File: config.mk
export PLATFORM = sky130hd
export DESIGN_NAME = tg_top
export DESIGN_NICKNAME = d
export VERILOG_FILES = /design/src/design/tg_defs_pkg.sv /design/src/design/tg_top.sv /design/src/design/tg_read_compare.sv /design/src/design/tg_cmd_issue.sv /design/src/design/tg_addr_gen.sv /design/src/design/tg_single_rw_stage.sv
export SDC_FILE = /design/constraint.sdc
export NUM_CORES = 1
export LEC_CHECK = 0
export BUFFER_PORTS_ARGS = -buffer_cell sky130_fd_sc_hd__buf_2
export CAP_MARGIN = 20
export CORE_ASPECT_RATIO = 1.1
export CORE_MARGIN = 1
export CORE_UTILIZATION = 30
export CTS_BUF_LIST = sky130_fd_sc_hd__clkbuf_4 sky130_fd_sc_hd__clkbuf_8
export DETAILED_ROUTE_END_ITERATION = 16
export GPL_TIMING_DRIVEN = 0
export PLACE_DENSITY_LB_ADDON = 0.08
export SETUP_SLACK_MARGIN = 0.05
export SYNTH_ARGS = -nofsm -noshare
export SYNTH_HDL_FRONTEND = slang
export SYNTH_SLANG_ARGS = --single-unit
File: constraint.sdc
create_clock -name clk -period 4.2 [get_ports clk]
set_clock_uncertainty 0.05 [all_clocks]
set_input_delay 1.05 -clock clk [delete_from_list [all_inputs] [get_ports clk]]
set_output_delay 1.05 -clock clk [all_outputs]
set_load 0.01 [all_outputs]
File: src/design/tg_defs_pkg.sv
/*
 * Memory traffic generator shared definitions
 * Widths, stage counts, credit count, generator select, command format
 * and the address-to-data pattern used by writes and read checks
 */
`default_nettype none

package tg_defs_pkg;

   // Memory interface widths
   localparam int ADDR_WIDTH = 16;
   localparam int DATA_WIDTH = 32;

   // Write/read pairs per address generator
   localparam int SEQ_ADDR_COUNT      = 6;
   localparam int RAND_ADDR_COUNT     = 6;
   localparam int RAND_SEQ_ADDR_COUNT = 6;

   // Drain all reads before moving to the next generator
   localparam bit USE_BLOCKING_ADDR_GEN = 1'b1;

   // Credits granted at reset, also the expected-address FIFO depth
   localparam int CMD_CREDITS = 4;

   // Consecutive addresses after each random base
   localparam int RAND_SEQ_RUN = 4;

   localparam logic [ADDR_WIDTH-1:0] LFSR_SEED = 16'hACE1;

   typedef enum logic [1:0] {
      SEQ,
      RAND,
      RAND_SEQ
   } addr_gen_select_t;

   // One command toward the memory
   typedef struct packed {
      logic                  write;
      logic [ADDR_WIDTH-1:0] addr;
      logic [DATA_WIDTH-1:0] wdata;
   } tg_cmd_t;

   // Upper half carries the address, lower half its inverse
   function automatic logic [DATA_WIDTH-1:0] pattern_data(input logic [ADDR_WIDTH-1:0] addr);
      return {addr, ~addr};
   endfunction

endpackage

`default_nettype wire
File: src/design/tg_top.sv
/*
 * Memory traffic generator top
 * Single write/read stage with address generation, credit-based
 * command issue and read data checking
 */
`timescale 1ns/100ps
`default_nettype none

module tg_top
   import tg_defs_pkg::*;
(
   input  logic                  clk,
   input  logic                  reset_n,
   input  logic                  stage_enable,

   // Memory side
   input  logic                  cmd_credit,
   input  logic                  rd_valid,
   input  logic [DATA_WIDTH-1:0] rd_data,
   output tg_cmd_t               cmd,
   output logic                  cmd_valid,

   // Status
   output logic                  stage_complete,
   output logic                  mismatch,
   output logic [7:0]            error_count
);

   addr_gen_select_t      addr_gen_select;
   logic                  can_issue;
   logic                  compare_empty;
   logic                  do_write;
   logic                  do_read;
   logic [ADDR_WIDTH-1:0] addr;
   logic                  fifo_full;
   logic                  push;
   logic [ADDR_WIDTH-1:0] push_addr;

   tg_single_rw_stage i_stage (
      .clk             (clk),
      .reset_n         (reset_n),
      .stage_enable    (stage_enable),
      .can_issue       (can_issue),
      .compare_empty   (compare_empty),
      .addr_gen_select (addr_gen_select),
      .do_write        (do_write),
      .do_read         (do_read),
      .stage_complete  (stage_complete)
   );

   // Steps once per pair so write and read share an address
   tg_addr_gen i_addr_gen (
      .clk             (clk),
      .reset_n         (reset_n),
      .addr_gen_select (addr_gen_select),
      .advance         (do_read),
      .restart         (stage_complete),
      .addr            (addr)
   );

   tg_cmd_issue i_cmd_issue (
      .clk        (clk),
      .reset_n    (reset_n),
      .do_write   (do_write),
      .do_read    (do_read),
      .addr       (addr),
      .cmd_credit (cmd_credit),
      .fifo_full  (fifo_full),
      .can_issue  (can_issue),
      .cmd        (cmd),
      .cmd_valid  (cmd_valid),
      .push_addr  (push_addr),
      .push       (push)
   );

   tg_read_compare i_read_compare (
      .clk           (clk),
      .reset_n       (reset_n),
      .push          (push),
      .push_addr     (push_addr),
      .rd_valid      (rd_valid),
      .rd_data       (rd_data),
      .fifo_full     (fifo_full),
      .compare_empty (compare_empty),
      .mismatch      (mismatch),
      .error_count   (error_count)
   );

endmodule

`default_nettype wire

File: src/design/tg_read_compare.sv
/*
 * Read compare
 * Queues expected read addresses and checks returned data against the
 * address pattern, keeping a sticky mismatch flag and an error count
 */
`timescale 1ns/100ps
`default_nettype none

module tg_read_compare
   import tg_defs_pkg::*;
(
   input  logic                  clk,
   input  logic                  reset_n,
   input  logic                  push,
   input  logic [ADDR_WIDTH-1:0] push_addr,
   input  logic                  rd_valid,
   input  logic [DATA_WIDTH-1:0] rd_data,
   output logic                  fifo_full,
   output logic                  compare_empty,
   output logic                  mismatch,
   output logic [7:0]            error_count
);

   localparam int PTR_W = $clog2(CMD_CREDITS);
   localparam int CNT_W = $clog2(CMD_CREDITS + 1);

   logic [ADDR_WIDTH-1:0] exp_mem [CMD_CREDITS];
   logic [PTR_W-1:0]      wr_ptr;
   logic [PTR_W-1:0]      rd_ptr;
   logic [CNT_W-1:0]      count;
   logic [ADDR_WIDTH-1:0] exp_addr;
   logic                  pop;
   logic                  bad_word;

   function automatic logic [PTR_W-1:0] ptr_inc(input logic [PTR_W-1:0] ptr);
      return (ptr == PTR_W'(CMD_CREDITS - 1)) ? '0 : ptr + 1'b1;
   endfunction

   //////////////////////////////
   // Expected-address FIFO
   //////////////////////////////
   always_ff @(posedge clk)
   begin
      if (push)
         exp_mem[wr_ptr] <= push_addr;
   end

   always_ff @(posedge clk or negedge reset_n)
   begin
      if (!reset_n)
      begin
         wr_ptr <= '0;
         rd_ptr <= '0;
         count  <= '0;
      end
      else
      begin
         if (push)
            wr_ptr <= ptr_inc(wr_ptr);
         if (pop)
            rd_ptr <= ptr_inc(rd_ptr);
         case ({push, pop})
            2'b10:   count <= count + 1'b1;
            2'b01:   count <= count - 1'b1;
            default: ;
         endcase
      end
   end

   // An in-flight push already takes a slot
   assign fifo_full = (count == CNT_W'(CMD_CREDITS)) ||
                      (push && (count == CNT_W'(CMD_CREDITS - 1)));

   // Not drained while a read address is still being queued
   assign compare_empty = (count == '0) && !push;

   //////////////////////////////
   // Data check
   //////////////////////////////
   assign exp_addr = exp_mem[rd_ptr];
   assign pop      = rd_valid && (count != '0);

   // A read with nothing expected is also an error
   assign bad_word = rd_valid && ((count == '0) || (rd_data != pattern_data(exp_addr)));

   always_ff @(posedge clk or negedge reset_n)
   begin
      if (!reset_n)
      begin
         mismatch    <= 1'b0;
         error_count <= '0;
      end
      else if (bad_word)
      begin
         mismatch <= 1'b1;
         // Saturates at 255
         if (error_count != 8'hFF)
            error_count <= error_count + 1'b1;
      end
   end

endmodule

`default_nettype wire

File: src/design/tg_cmd_issue.sv
/*
 * Command issuer
 * Tracks command credits, registers the outgoing command with its
 * pattern write data and hands read addresses to the comparator
 */
`timescale 1ns/100ps
`default_nettype none

module tg_cmd_issue
   import tg_defs_pkg::*;
(
   input  logic                  clk,
   input  logic                  reset_n,
   input  logic                  do_write,
   input  logic                  do_read,
   input  logic [ADDR_WIDTH-1:0] addr,
   input  logic                  cmd_credit,
   input  logic                  fifo_full,
   output logic                  can_issue,
   output tg_cmd_t               cmd,
   output logic                  cmd_valid,
   output logic [ADDR_WIDTH-1:0] push_addr,
   output logic                  push
);

   localparam int CREDIT_W = $clog2(CMD_CREDITS + 1);

   logic [CREDIT_W-1:0] credits;
   logic                issue;

   assign issue = do_write | do_read;

   // Needs a credit and room for the expected address
   assign can_issue = (credits != '0) && !fifo_full;

   //////////////////////////////
   // Credit counter
   //////////////////////////////
   always_ff @(posedge clk or negedge reset_n)
   begin
      if (!reset_n)
         credits <= CREDIT_W'(CMD_CREDITS);
      else
      begin
         case ({issue, cmd_credit})
            2'b10:   credits <= credits - 1'b1;
            2'b01:   credits <= credits + 1'b1;
            default: ;
         endcase
      end
   end

   always_ff @(posedge clk or negedge reset_n)
   begin
      if (!reset_n)
         cmd_valid <= 1'b0;
      else
         cmd_valid <= issue;
   end

   // Command payload, reads carry no data
   always_ff @(posedge clk)
   begin
      if (issue)
      begin
         cmd.write <= do_write;
         cmd.addr  <= addr;
         cmd.wdata <= do_write ? pattern_data(addr) : '0;
      end
   end

   // Read address goes to the comparator alongside cmd_valid
   assign push      = cmd_valid && !cmd.write;
   assign push_addr = cmd.addr;

endmodule

`default_nettype wire

File: src/design/tg_addr_gen.sv
/*
 * Address generators
 * Sequential counter, 16-bit Fibonacci LFSR and random-sequential runs,
 * selected by the stage and advanced once per write/read pair
 */
`timescale 1ns/100ps
`default_nettype none

module tg_addr_gen
   import tg_defs_pkg::*;
(
   input  logic                  clk,
   input  logic                  reset_n,
   input  addr_gen_select_t      addr_gen_select,
   input  logic                  advance,
   input  logic                  restart,
   output logic [ADDR_WIDTH-1:0] addr
);

   localparam int RUN_W = $clog2(RAND_SEQ_RUN);

   logic [ADDR_WIDTH-1:0] seq_addr;
   logic [ADDR_WIDTH-1:0] lfsr;
   logic [ADDR_WIDTH-1:0] lfsr_next;
   logic [ADDR_WIDTH-1:0] rs_addr;
   logic [RUN_W-1:0]      rs_count;

   // Taps 16, 14, 13, 11
   assign lfsr_next = {lfsr[14:0], lfsr[15] ^ lfsr[13] ^ lfsr[12] ^ lfsr[10]};

   always_ff @(posedge clk or negedge reset_n)
   begin
      if (!reset_n)
      begin
         seq_addr <= '0;
         lfsr     <= LFSR_SEED;
         rs_addr  <= '0;
         rs_count <= '0;
      end
      else if (restart)
      begin
         // LFSR keeps running across stages
         seq_addr <= '0;
         rs_count <= '0;
      end
      else if (advance)
      begin
         case (addr_gen_select)
            SEQ:
               seq_addr <= seq_addr + 1'b1;
            RAND:
               lfsr <= lfsr_next;
            RAND_SEQ:
            begin
               // Start of a run uses the LFSR value as base
               if (rs_count == '0)
               begin
                  rs_addr <= lfsr + 1'b1;
                  lfsr    <= lfsr_next;
               end
               else
                  rs_addr <= rs_addr + 1'b1;
               if (rs_count == RUN_W'(RAND_SEQ_RUN - 1))
                  rs_count <= '0;
               else
                  rs_count <= rs_count + 1'b1;
            end
            default:
               ;
         endcase
      end
   end

   // Output mux, base shown directly at run start
   always_comb
   begin
      case (addr_gen_select)
         SEQ:      addr = seq_addr;
         RAND:     addr = lfsr;
         RAND_SEQ: addr = (rs_count == '0) ? lfsr : rs_addr;
         default:  addr = seq_addr;
      endcase
   end

endmodule

`default_nettype wire

File: src/design/tg_single_rw_stage.sv
/*
 * Single write/read stage
 * Issues interleaved write and read requests to one address at a time,
 * steps through the sequential, random and random-sequential generators
 * and optionally drains outstanding reads at each generator change
 */
`timescale 1ns/100ps
`default_nettype none

module tg_single_rw_stage
   import tg_defs_pkg::*;
(
   input  logic             clk,
   input  logic             reset_n,
   input  logic             stage_enable,

   // Issue permission and read drain status
   input  logic             can_issue,
   input  logic             compare_empty,

   output addr_gen_select_t addr_gen_select,

   // Request strobes toward the issuer
   output logic             do_write,
   output logic             do_read,

   output logic             stage_complete
);

   localparam int TOTAL_PAIRS  = SEQ_ADDR_COUNT + RAND_ADDR_COUNT + RAND_SEQ_ADDR_COUNT;
   localparam int PAIR_COUNT_W = $clog2(TOTAL_PAIRS + 1);

   typedef enum logic [2:0] {
      IDLE,
      WRITE,
      READ,
      WAIT_GEN,
      WAIT_END,
      DONE
   } state_t;

   state_t                  state;
   logic [PAIR_COUNT_W-1:0] pair_count;
   logic [PAIR_COUNT_W-1:0] pair_next;
   addr_gen_select_t        select_next;

   // Generator owning a given pair number
   function automatic addr_gen_select_t select_for(input logic [PAIR_COUNT_W-1:0] count);
      if (count < PAIR_COUNT_W'(SEQ_ADDR_COUNT))
         return SEQ;
      else if (count < PAIR_COUNT_W'(SEQ_ADDR_COUNT + RAND_ADDR_COUNT))
         return RAND;
      else
         return RAND_SEQ;
   endfunction

   assign pair_next   = pair_count + 1'b1;
   assign select_next = select_for(pair_next);

   //////////////////////////////
   // Stage FSM
   //////////////////////////////
   always_ff @(posedge clk or negedge reset_n)
   begin
      if (!reset_n)
      begin
         state           <= IDLE;
         pair_count      <= '0;
         addr_gen_select <= select_for('0);
      end
      else
      begin
         case (state)
            IDLE:
               // Hold until enabled
               if (stage_enable)
                  state <= WRITE;

            WRITE:
               if (can_issue)
                  state <= READ;

            READ:
               // Read completes the pair, so the generator may change here
               if (can_issue)
               begin
                  pair_count      <= pair_next;
                  addr_gen_select <= select_next;
                  if (pair_next == PAIR_COUNT_W'(TOTAL_PAIRS))
                     state <= WAIT_END;
                  else if (USE_BLOCKING_ADDR_GEN && (select_next != addr_gen_select))
                     state <= WAIT_GEN;
                  else
                     state <= WRITE;
               end

            WAIT_GEN:
               // All reads of the old generator back
               if (compare_empty)
                  state <= WRITE;

            WAIT_END:
               if (compare_empty)
                  state <= DONE;

            DONE:
            begin
               pair_count      <= '0;
               addr_gen_select <= select_for('0);
               state           <= IDLE;
            end

            default:
               state <= IDLE;
         endcase
      end
   end

   // Strobes last only while the issuer can take them
   assign do_write = (state == WRITE) && can_issue;
   assign do_read  = (state == READ) && can_issue;

   // Single cycle in DONE
   assign stage_complete = (state == DONE);

endmodule

`default_nettype wire

## After elaboration in Yosys (flattened, before gate mapping)

Memory sizes are Yosys's and may differ from the RTL's.
Cells that the tools add are included.

| word-level totals | value |
|---|---|
| bits in registers | 129 |
| memory bits (writable) | 64 |
| word-level logic and storage cells | 130 |
| bits in read-only memories | 0 |
| bits in latches | 0 |
| memories | 1 |
| output and inout bits | 60 |

| operators by class | value |
|---|---|
| reduce and logical (&&, ||, !) cells | 33 |
| multiplexer cells | 32 |
| $add $sub $neg | 12 |
| divide/modulo/power cells | 0 |
| eq/ne operators | 26 |
| order comparisons | 2 |
| shift-type cells | 0 |
| $mul | 0 |
| bitwise operators | 7 |

Memory list:

| name | depth | bits a word | rd ports | clocked after memory_dff | write ports | line | RTL |
|---|---|---|---|---|---|---|---|
| i_read_compare.exp_mem | 4 | 16 | 1 | 0 | 1 | tg_read_compare.sv:27 | `logic [ADDR_WIDTH-1:0] exp_mem [CMD_CREDITS];` |

Operators by type and width:

| cell | number |
|---|---|
| 16-bit 2-to-1 mux | 6 |
| 16-bit case mux with 2 select lines | 2 |
| 16-bit by 1-bit adder with 16-bit output, second input constant | 3 |
| 32-bit inequality test | 1 |
| 16-bit NOT | 2 |
| 2-bit 2-to-1 mux | 10 |
| 3-bit 2-to-1 mux | 6 |
| 3-bit case mux with 5 select lines | 1 |
| 2-bit nonzero test | 7 |
| 2-bit == test, second input constant | 6 |
| 3-bit case mux with 2 select lines | 2 |
| 5-bit case mux with 2 select lines | 1 |
| 3-bit by 2-bit == test with 1-bit output, second input constant | 3 |
| 3-bit == test, second input constant | 3 |
| 8-bit by 1-bit adder with 8-bit output, second input constant | 1 |
| 1-bit logical AND | 8 |
| 8-bit inequality test, second input constant | 1 |
| 2-bit AND reduction | 4 |
| 2-bit by 1-bit adder with 2-bit output, second input constant | 3 |
| 3-bit by 1-bit adder with 3-bit output, second input constant | 2 |
| 2-bit by 1-bit == test with 1-bit output, second input constant | 3 |
| 3-bit logical NOT | 2 |
| 2-bit by 1-bit inequality test with 1-bit output, second input constant | 3 |
| 2-bit inequality test, second input constant | 3 |
| 20 further kinds | 29 |

## Logic depth before layout (Yosys ltp)

Gate-level depths: netlist of the first run.

| depth | value |
|---|---|
| depth in word-level cells | 10 |
| depth in mapped cells | 15 |
| gate-level depth less buffers | 13 |

## Hierarchy

Synthesis of the first run repeated with hierarchy kept, for this count alone.

| second synthesis, totals | value |
|---|---|
| cell total of the unflattened synthesis | 782 |
| area, all modules | 9666.8 um2 |

By module, submodules not included:

| module | area an instance (um2) | sequential area each (um2) | cells each | times used |
|---|---|---|---|---|
| tg_read_compare | 3792.4 | 2322.2 | 255 | 1 |
| tg_addr_gen | 3099.2 | 1261.2 | 326 | 1 |
| tg_cmd_issue | 2008.2 | 1572.8 | 117 | 1 |
| tg_single_rw_stage | 767.0 | 250.2 | 84 | 1 |

## Least setup slack after synthesis of the first run

Ideal clock, no wire load.

| timing | value |
|---|---|
| path type | reg2reg |
| from | register i_addr_gen.rs_count[0] |
| to | register i_addr_gen.rs_addr[12] |
| setup slack | 1417 ps |
| library setup time | 136 ps |
| stages on the path, launching flop included | 16 |
| period minus slack after synthesis | 2783 ps |
| arrival | 2597 ps |
| cell sequence | dfrtp_1 > inv_1 > ha_1 > buf_6 > mux2i_1 > inv_1 > ha_1 > inv_1 > a221oi_1 > and3_1 > clkbuf_1 > nand2_1 > nor2_1 > xor2_1 > a22oi_1 > o21ai_0 |

| on the way | value |
|---|---|
| longest elaborated chain between the ends | 2 |

RTL lines:

| element | line | RTL |
|---|---|---|
| start: declaration | tg_addr_gen.sv:26 | `logic [RUN_W-1:0] rs_count;` |
| start signal: assignment | tg_addr_gen.sv:66 | `rs_count <= rs_count + 1'b1;` |
| 2-bit logical NOT | tg_addr_gen.sv:56 | `if (rs_count == '0)` |
| 16-bit 2-to-1 mux | tg_addr_gen.sv:56 |  |
| end signal: assignment | tg_addr_gen.sv:58 | `rs_addr <= lfsr + 1'b1;` |
| end signal: assignment | tg_addr_gen.sv:62 | `rs_addr <= rs_addr + 1'b1;` |
| end: declaration | tg_addr_gen.sv:25 | `logic [ADDR_WIDTH-1:0] rs_addr;` |

Every way passes these cells.
A chain may end at the register's enable or synchronous reset.

## Worst setup path in the final report of the first run

| timing | value |
|---|---|
| from | register i_stage.state[0] |
| to | output stage_complete |

| on the way | value |
|---|---|
| longest elaborated chain between the ends | 1 |

RTL lines:

| element | line | RTL |
|---|---|---|
| start: declaration | tg_single_rw_stage.sv:42 | `state_t state;` |
| start signal: assignment | tg_single_rw_stage.sv:67 | `state <= IDLE;` |
| start signal: assignment | tg_single_rw_stage.sv:77 | `state <= WRITE;` |
| start signal: assignment | tg_single_rw_stage.sv:81 | `state <= READ;` |
| 3-bit == test | tg_single_rw_stage.sv:124 | `assign stage_complete = (state == DONE);` |
| end: declaration | tg_top.sv:24 | `output logic stage_complete,` |

Every way passes these cells.

==> results of run 1 <==
## logic make-up (layout without fill, tap and decap cells)
| group | Yosys count | count (layout) | share of synthesized area (%) |
|---|---|---|---|
| muxes | 77 | 77 | 9.51 |
| adders and majority gates | 19 | 19 | 2.61 |
| AOI/OAI and AO/OA | 133 | 133 | 9.04 |
| xor gates and xnor gates | 84 | 84 | 7.59 |
| DFF | 193 | 193 | 55.8 |
| and+or+nand+nor | 244 | 244 | 12.5 |
| buffers and inverters | 67 | 197 | 3.02 |
## worst max path at each step
stage                                 startpoint                            end
final                           i_stage.state[0]                 stage_complete
after global routing            i_stage.state[0]                 stage_complete
after CTS                       i_stage.state[0]                 stage_complete
after detailed placement             rd_data[19]  i_read_compare.error_count[1]
after global placement               rd_data[19]  i_read_compare.error_count[1]
after floorplan           i_addr_gen.rs_count[0]         i_addr_gen.rs_addr[12]
## per-layer routing
metal / vias to the layer above / wire length (um) / track usage, %
met2: 136 / 12000 / 26.0
met3: 32 / 836 / 2.59
met1: 3164 / 11900 / 21.2
li1: 3165 / - / -
met5: - / 0 / 0
met4: 0 / 609 / 6.09
## power groups by stage
stage / combinational, mW / sequential (mW) / clock [mW]
final: 3.19 / 3.24 / 1.15
after global routing: 3.55 / 3.33 / 1.26
after CTS: 3.27 / 3.26 / 1.20
after detailed placement: 3.26 / 3.30 / 0
after global placement: 3.20 / 3.32 / 0
after floorplan: 1.95 / 3.34 / 0
## stage by stage
stage          cell area (um^2)  hold WS [ns]  setup slack, ns  total power [mW]  instances
2_1_floorplan              9690         0.395             1.42              5.29        817
3_3_place_gp              10700         0.400            0.668              6.52       1333
3_5_place_dp              10700         0.404            0.688              6.56       1335
4_1_cts                   11100         0.430            0.227              7.73       1367
5_1_grt                   11100         0.450           0.0621              8.14       1367
6_report                  11100         0.425            0.363              7.58       1367
## worst max-delay path, cell delays in order (launching register included)
cell	delay, ns
dfrtp_1	0.39
clkbuf_1	0.21
nand2_1	0.24
clkbuf_1	0.47
clkinv_1	0.41
buf_1	0.32
buf_2	0.21
## layout by cell type (no fill, tap or decap), types with 11 or more instances in the layout
| cell type | netlist | layout |
|---|---|---|
| nor3_1 | 11 | 11 |
| nand2_1 | 44 | 44 |
| o21ai_0 | 39 | 39 |
| nand3_1 | 31 | 31 |
| nor2_1 | 81 | 81 |
| edfxtp_1 | 113 | 113 |
| xnor2_1 | 37 | 37 |
| mux2i_1 | 40 | 40 |
| mux2_2 | 29 | 29 |
| dfrtp_1 | 71 | 71 |
| a21oi_1 | 34 | 34 |
| buf_2 | 6 | 101 |
| nor2b_1 | 26 | 26 |
| clkbuf_8 | 0 | 17 |
| ha_1 | 17 | 17 |
| inv_1 | 25 | 24 |
| xor2_1 | 47 | 47 |
| clkbuf_1 | 25 | 25 |
| a22oi_1 | 21 | 21 |
## area by class of cell
class	instances	area (um^2)	area share (%)
inverters	26	97.6	0.879
flip-flops and latches	193	5410	48.7
clock inverters	14	106	0.958
multi-input cells	557	3990	36.0
clock buffers	18	241	2.18
plain buffers	41	195	1.76
well taps	420	526	4.74
repair buffers	98	531	4.78
## registers in the layout (all words and copies together), names as in the netlist
register	count
i_addr_gen.rs_addr	16
i_read_compare.wr_ptr	2
i_stage.addr_gen_select	2
i_stage.pair_count	5
i_addr_gen.lfsr	16
i_stage.state	3
i_read_compare.error_count	8
i_cmd_issue.credits	3
i_addr_gen.rs_count	2
i_cmd_issue.cmd	33
i_read_compare.exp_mem	64
i_read_compare.rd_ptr	2
i_cmd_issue.push_addr	16
i_read_compare.mismatch	1
i_cmd_issue.cmd_valid	1
i_addr_gen.seq_addr	16
i_read_compare.count	3
==> flow_metrics.tcl, run 1 <==
set metrics [dict create \
    leakage_nw 4.45 \
    routed_via_density 4.75 \
    required_ns 3.10 \
    drv_cap 0 \
    io_pins 97 \
    clockBufferDepth 2 \
    fill_cells 3178 \
    cts_root_buf "clkbuf_8" \
    p_seq_share_pct 42.8 \
    rr_startpoint "i_addr_gen.rs_count[0]" \
    ir_worst_vdd_mv 0.321 \
    synth_top_area_cell "edfxtp_1" \
    cts_buffers 17 \
    min_period_ns 3.84 \
    drive_above_1_share_pct 20.3 \
    htreeDepth 4 \
    clk_pin_slew_worst_paths_ns 0.11 \
    avgSynthCellArea_um2 11.9 \
    io_buffers 96 \
    reg2reg_slack_ns 0.81 \
    timing.rr.end "i_addr_gen.rs_addr[12]" \
    critPathKind "reg -> out" \
    outcome "finished, final reports clean" \
    drtIter0Drc 345 \
    worst_pin_slew_ns 0.945 \
    hold_depth 1 \
    switching_share_pct 41.1 \
    period_share_pct 91.4 \
    syn_nets 873 \
    ant_nets 0 \
    grt_pass1_wl_mm 39.6 \
    dieArea_um2 33000 \
    area_growth_pct 14.5 \
    crit_path_end_kind "output pin" \
    initial_utilization_pct 30.7 \
    worstPathMaxFanout 10 \
    routed_wl_mm 25.3 \
    design.core.area_um2 31600 \
    clock_sinks 193 \
    clk_latency_ns 0.49 \
    synthCells 817 \
    synthArstFlopShare_pct 41.5 \
    fp-row-count 68 \
    post_cts_buffers 0 \
    ys_seq_area_share_pct 55.8 \
    slew_viol_final 0 \
    cts_tree "yes" \
    max_slew_margin_pct 37.0 \
    yosys.cell_count.top_type "edfxtp_1" \
    grt_pass1_vias 6506 \
    hold_end "i_read_compare.mismatch" \
    place.gp.congestion 0.817 \
    comb_power_share_pct 42.1 \
    grt_max_degree 48 \
    p_switching_mw 3.11 \
    dieHeight_um 191 \
    p_per_area_nw_per_um2 683 \
    drc 0 \
    synth.distinct_cells 65 \
    dp_hpwl_mm 18.7 \
    power_frac_clock_pct 15.2 \
    hp-start "i_read_compare.mismatch" \
    antenna_found_initial 0 \
    dieWidth_um 173 \
    start_kind "flop" \
    netlist.area_leader.share_pct 35.0 \
    ys_ff_latch 193 \
    r2r_cells 15 \
    synthTopCellsByArea "edfxtp_1 (35%), dfrtp_1 (18%), xor2_1 (4.2%), mux2i_1 (4.1%), mux2_2 (3.4%)" \
    n_antenna_cell 0 \
    synth_edf_count 113 \
    p_int_mw 4.47 \
    first_pass_iters 5 \
    synth_area_um2 9690 \
    ys_warn_count 0 \
    hold_path.class "reg -> reg" \
    synth_ff_type "edfxtp_1" \
    wire_per_inst_um 18.5 \
    grt_usage_pct 16.0 \
    num_vias 6497 \
    maxClockFrequency_mhz 261 \
    cts_resized 0 \
    postCtsHoldBufs 0 \
    nNetsFinal 990 \
    synthTopCellsByCount "edfxtp_1 (113), nor2_1 (81), dfrtp_1 (71)" \
    finalSetupViolCount 0 \
    crit_arrival_ns 2.74 \
    hold_viol 0 \
    fin_setup_tns_ns 0 \
    rsz0062_at_grt "false" \
    final_core_util_pct 35.2 \
    grt_overflow_total 0 \
]
Note: power is estimated with default switching activity, not from simulation.
==> inputs of run 2 (changes only) <==
--- a/config.mk
+++ b/config.mk
@@ -9,8 +9,9 @@
 export CAP_MARGIN = 20
 export CORE_ASPECT_RATIO = 1.1
 export CORE_MARGIN = 1
-export CORE_UTILIZATION = 30
+export CORE_UTILIZATION = 45
 export CTS_BUF_LIST = sky130_fd_sc_hd__clkbuf_4 sky130_fd_sc_hd__clkbuf_8
+export CTS_CLUSTER_DIAMETER = 150
 export DETAILED_ROUTE_END_ITERATION = 16
 export GPL_TIMING_DRIVEN = 0
 export PLACE_DENSITY_LB_ADDON = 0.08
==> run 2 against run 1 <==
Compared with the run above: register-to-register slack got worse by 0.02 ns; global-route usage is 4.9 points higher; combinational power down 2%; power is essentially flat; fmax rose by 2.1%; sequential share of layout area is 0.49 points higher; clock-buffer cell count rose by 2; setup slack better by 0.079 ns; final cell count shrank 9.9%; first-iteration DRC count rose by 20%.
==> flow_metrics.tcl, run 2 (same netlist as run 1, synthesis figures left out) <==
set metrics [dict create \
    maxClockFrequency_mhz 266 \
    dp_hpwl_mm 16.1 \
    rsz0062_at_grt "false" \
    cts_buffers 17 \
    worstPathMaxFanout 10 \
    place_inst 1200 \
    start_kind "flop" \
    io_buffers 96 \
    io_pins 97 \
    postCtsHoldBufs 0 \
    nNetsFinal 990 \
    final_area_um2 11000 \
    drv_cap 0 \
    dieArea_um2 22100 \
    ant_nets 0 \
    finalSetupViolCount 0 \
    seq_area_um2 5410 \
    cts_resized 0 \
    place.gp.congestion 0.854 \
    reg_top3 "i_read_compare.exp_mem: 64 flops, i_cmd_issue.cmd: 33 flops" \
    num_vias 6539 \
    required_ns 3.10 \
    period_share_pct 89.5 \
    grt_pass1_wl_mm 34.7 \
    max_slew_margin_pct 38.1 \
    dieHeight_um 156 \
    grt_overflow_total 0 \
    ir_worst_vdd_mv 0.395 \
    leakage_nw 4.49 \
    antenna_found_initial 0 \
    crit_family "buffers and inverters" \
    min_period_ns 3.76 \
    multiInputGateArea_um2 3990 \
    grt_max_degree 49 \
    slew_viol_final 0 \
    cpMostUsedCell "clkbuf_1" \
    final_cells 1232 \
    cp_num_buf_inv 5 \
    initial_utilization_pct 46.5 \
    max_stage_delay_ns 0.44 \
    crit_arrival_ns 2.66 \
    dieWidth_um 142 \
    grt_pass1_vias 6392 \
    fill_cells 1866 \
    htreeDepth 4 \
    n_antenna_cell 0 \
    design.core.area_um2 20900 \
    clk_latency_ns 0.47 \
    drtIter0Drc 415 \
    cp_slowest_cell "clkbuf_1" \
    cts_tree "yes" \
    post_dp_cell_area_um2 10600 \
    hold_viol 0 \
    clk_pin_slew_worst_paths_ns 0.11 \
    drive_above_1_share_pct 20.4 \
    cts_root_buf "clkbuf_8" \
    critPathKind "reg -> out" \
    clock_sinks 193 \
    mostFrequentLayoutCells "edfxtp_1 (113), buf_2 (101), nor2_1 (81), dfrtp_1 (71), xor2_1 (47)" \
    routed_wl_mm 22.1 \
    outcome "finished, final reports clean" \
    final_core_util_pct 52.7 \
    crit_path_end_kind "output pin" \
    worst_pin_slew_ns 0.928 \
    clockBufferDepth 2 \
    fp-row-count 55 \
    largest_reg_flops 64 \
    grt_usage_pct 20.8 \
    regMostFlops "i_read_compare.exp_mem" \
    path_cells "clkbuf_1, nand2_1, clkbuf_1, clkinv_1, buf_1, buf_2" \
    area_growth_pct 13.3 \
    drc 0 \
    final_common_cell "edfxtp_1" \
    wire_per_inst_um 18.0 \
    routed_via_density 5.31 \
    post_cts_buffers 0 \
    first_pass_iters 5 \
    hold_path.class "reg -> reg" \
    p_per_area_nw_per_um2 691 \
    fin_setup_tns_ns 0 \
]
## run 2: cell types whose count changed in the layout (fill, tap and decap cells not counted), moves of 2 or more
| cell | change |
|---|---|
| clkinvlp_4 | -4 |
| clkinv_8 | +2 |
| clkinv_4 | +3 |
| clkinv_2 | -3 |
## run 2: layout make-up
type | count | area share [%]
inverter | 26 | 0.888
clock inverter | 12 | 1.31
sequential | 193 | 49.2
timing repair buffer | 98 | 4.83
buffer | 41 | 1.78
clock buffer | 20 | 2.39
multi-input combinational | 557 | 36.4
tap | 285 | 3.25
## run 2: worst paths after layout
check / startpoint / to / slack, ns / cells after the start
min: i_read_compare.mismatch / i_read_compare.mismatch / 0.44 / 1
max in group asynchronous: reset_n / i_cmd_issue.credits[2] / 2.93 / 2
min reg2reg: i_read_compare.mismatch / i_read_compare.mismatch / 0.44 / 1
max: i_stage.state[0] / stage_complete / 0.44 / 6
max reg2reg: i_addr_gen.rs_count[0] / i_addr_gen.rs_addr[12] / 0.79 / 15
min in group asynchronous: reset_n / i_addr_gen.seq_addr[14] / 0.49 / 1
## run 2: worst reg2reg max path, stage by stage, from the launching register on
cell,delay (ns)
dfrtp_1,0.43
inv_1,0.07
ha_1,0.32
buf_6,0.20
mux2i_1,0.16
inv_1,0.14
ha_1,0.24
inv_1,0.08
a221oi_1,0.49
and3_1,0.25
clkbuf_1,0.22
nand2_1,0.08
nor2_1,0.18
xor2_1,0.17
a22oi_1,0.09
o21ai_0,0.17
## run 2: routing by layer
| layer | routed length (um) | share of wire, % | GRT usage, % |
|---|---|---|---|
| met3 | 800 | 3.6 | 3.41 |
| met2 | 10600 | 48 | 34.7 |
| met1 | 10200 | 46 | 27.6 |
| met4 | 516 | 2.3 | 7.42 |
| met5 | 0 | 0 | 0 |
## run 2: report_power, final
part | internal, mW | switching [mW]
registers | 2.86 | 0.352
clock network | 0.525 | 0.702
logic | 1.18 | 1.96
## run 2: metrics by stage
stage / setup WS, ns / power (mW) / hold slack (ns)
2_1_floorplan: 1.42 / 5.29 / 0.395
3_3_place_gp: 0.815 / 6.37 / 0.410
3_5_place_dp: 0.840 / 6.43 / 0.413
4_1_cts: 0.348 / 7.66 / 0.439
5_1_grt: 0.173 / 8.08 / 0.469
6_report: 0.442 / 7.59 / 0.439
==> inputs of run 3 (changes only) <==
==> constraint.sdc (replaced) <==
create_clock -name clk -period 3.7 [get_ports clk]
set_clock_uncertainty 0.05 [all_clocks]
set_input_delay 0.925 -clock clk [delete_from_list [all_inputs] [get_ports clk]]
set_output_delay 0.925 -clock clk [all_outputs]
set_load 0.01 [all_outputs]
==> run 3 against run 2 <==
Compared with the run above: clock power rose by 13%; non-clock buffer count fell by 1; hold slack got worse by 0.074 ns; first-iteration DRC count fell by 9.2%; via count fell by 0.67%; power rose by 13%; combinational power rose by 13%; utilization barely moved; sequential power rose by 13%; critical path type unchanged; clock-buffer cell count did not move; highest routed layer unchanged; wire length fell by 0.46%; register-to-register slack got worse by 0.30 ns.
==> flow_metrics.tcl, run 3 (same netlist as run 1, synthesis figures left out) <==
set metrics [dict create \
    outcome "finished, final reports clean" \
    fin_setup_tns_ns 0 \
    reg_top3 "i_read_compare.exp_mem: 64 flops, i_cmd_issue.cmd: 33 flops" \
    dieHeight_um 156 \
    drive_above_1_share_pct 20.6 \
    clk_latency_ns 0.47 \
    n_antenna_cell 0 \
    area_growth_pct 13.4 \
    critPathCapture "stage_complete" \
    wire_per_inst_um 17.9 \
    p_int_mw 5.19 \
    grt_pass1_wl_mm 34.7 \
    clockBufferDepth 2 \
    finalSetupViolCount 0 \
    fill_cells 1870 \
    switching_share_pct 39.7 \
    routed_wl_mm 22.0 \
    critPathKind "reg -> out" \
    start_kind "flop" \
    grt_usage_pct 20.8 \
    p_per_area_nw_per_um2 783 \
    path_cells "clkbuf_1, nand2_1, clkbuf_2, clkinv_1, buf_2" \
    mostFrequentLayoutCells "edfxtp_1 (113), buf_2 (101), nor2_1 (81), dfrtp_1 (71), xor2_1 (47)" \
    rsz0062_at_grt "false" \
    multiInputGateArea_um2 4000 \
    ant_nets 0 \
    total_power_mw 8.60 \
    post_cts_buffers 0 \
    startpoint "i_stage.state[0]" \
    initial_utilization_pct 46.5 \
    dieArea_um2 22100 \
    timing.rr.end "i_read_compare.error_count[1]" \
    ir_worst_vdd_mv 0.446 \
    max_stage_delay_ns 0.46 \
    drtIter0Drc 377 \
    rr_startpoint "i_read_compare.rd_ptr[1]" \
    io_pins 97 \
    io_buffers 96 \
    maxClockFrequency_mhz 300 \
    hold_ws_ns 0.365 \
    power_frac_clock_pct 16.2 \
    nNetsFinal 989 \
    fp-row-count 55 \
    grt_pass1_vias 6392 \
    crit_arrival_ns 2.35 \
    p_switching_mw 3.42 \
    antenna_found_initial 0 \
    cp_slowest_cell "clkinv_1" \
    num_vias 6495 \
    clock_sinks 193 \
    p_seq_share_pct 42.4 \
    drv_cap 0 \
    worst_pin_slew_ns 0.931 \
    regMostFlops "i_read_compare.exp_mem" \
    grt_overflow_total 0 \
    hold_viol 0 \
    hold_path.class "in -> async" \
    grt_max_degree 49 \
    crit_family "buffers and inverters" \
    htreeDepth 4 \
    worstPathMaxFanout 18 \
    comb_power_share_pct 41.4 \
    required_ns 2.72 \
    slew_viol_final 0 \
    leakage_nw 4.49 \
    crit_path_end_kind "output pin" \
    place.gp.congestion 0.854 \
    drc 0 \
    largest_reg_flops 64 \
    cts_tree "yes" \
    cts_root_buf "clkbuf_8" \
    dieWidth_um 142 \
    reg2reg_slack_ns 0.49 \
    cp_num_buf_inv 4 \
    period_share_pct 89.9 \
    path_depth 5 \
    first_pass_iters 5 \
    min_period_ns 3.33 \
    dp_hpwl_mm 16.1 \
    max_slew_margin_pct 37.9 \
    r2r_cells 10 \
    routed_via_density 5.28 \
    postCtsHoldBufs 0 \
    clk_pin_slew_worst_paths_ns 0.11 \
    final_common_cell "edfxtp_1" \
    design.core.area_um2 20900 \
    cts_buffers 17 \
    seq_area_um2 5410 \
]
[run 3: worst register-to-register path, stage by stage, from the launching register on]
cell and delay, ns:
dfrtp_1 0.36, buf_2 0.21, buf_4 0.27, mux2i_1 0.39, xnor2_1 0.20, mux2i_1 0.11
nor4b_1 0.42, nand4_1 0.32, o21ai_4 0.31, or2_4 0.17, mux2_4 0.29
[run 3: layout make-up]
class | instances | share of cell area, %
tap | 285 | 3.24
clock inverter | 12 | 1.31
clock buffer | 20 | 2.39
timing repair buffer | 98 | 4.83
sequential | 193 | 49.2
multi-input combinational | 557 | 36.4
buffer | 40 | 1.75
inverter | 26 | 0.888
[run 3: timing repair]
action / 4_1_cts / 5_1_grt
endpoints found under the hold margin: 0 / 0
setup endpoints to repair: 1 / 2
resized for setup: 1 / 1
[run 3: how the worst min path moves through the flow]
stage,from,end,slack (ns),cells after the start
2_1_floorplan,i_addr_gen.rs_addr[1],i_addr_gen.rs_addr[1],0.39,2
5_1_grt,reset_n,i_addr_gen.seq_addr[14],0.37,1
4_1_cts,reset_n,i_addr_gen.seq_addr[14],0.36,1
6_report,reset_n,i_addr_gen.seq_addr[14],0.37,1
3_5_place_dp,i_addr_gen.rs_addr[1],i_addr_gen.rs_addr[1],0.41,2
3_3_place_gp,i_addr_gen.rs_addr[1],i_addr_gen.rs_addr[1],0.41,2
[run 3: power by group through the flow]
stage          combinational, mW  sequential [mW]  clock [mW]
2_1_floorplan               2.21             3.79           0
3_3_place_gp                3.50             3.73           0
3_5_place_dp                3.59             3.70           0
4_1_cts                     3.60             3.66        1.43
5_1_grt                     3.93             3.74        1.50
6_report                    3.56             3.65        1.39
[run 3: per-layer routing]
metal / wire length (um) / global-route usage (%) / vias to the layer above
met5: 0 / 0 / -
met4: 471 / 7.42 / 0
met3: 791 / 3.41 / 24
met2: 10600 / 34.7 / 141
met1: 10200 / 27.6 / 3157
li1: - / - / 3173
[run 3: metrics by stage]
stage / worst slack, ns / area (um^2) / instances / util (%)
3_3_place_gp: 0.346 / 10500 / 1198 / 50.5
2_1_floorplan: 0.917 / 9690 / 817 / -
4_1_cts: 0.178 / 11000 / 1232 / 52.7
3_5_place_dp: 0.395 / 10600 / 1200 / 50.7
6_report: 0.372 / 11000 / 1231 / 52.7
5_1_grt: 0.0958 / 11000 / 1231 / 52.7
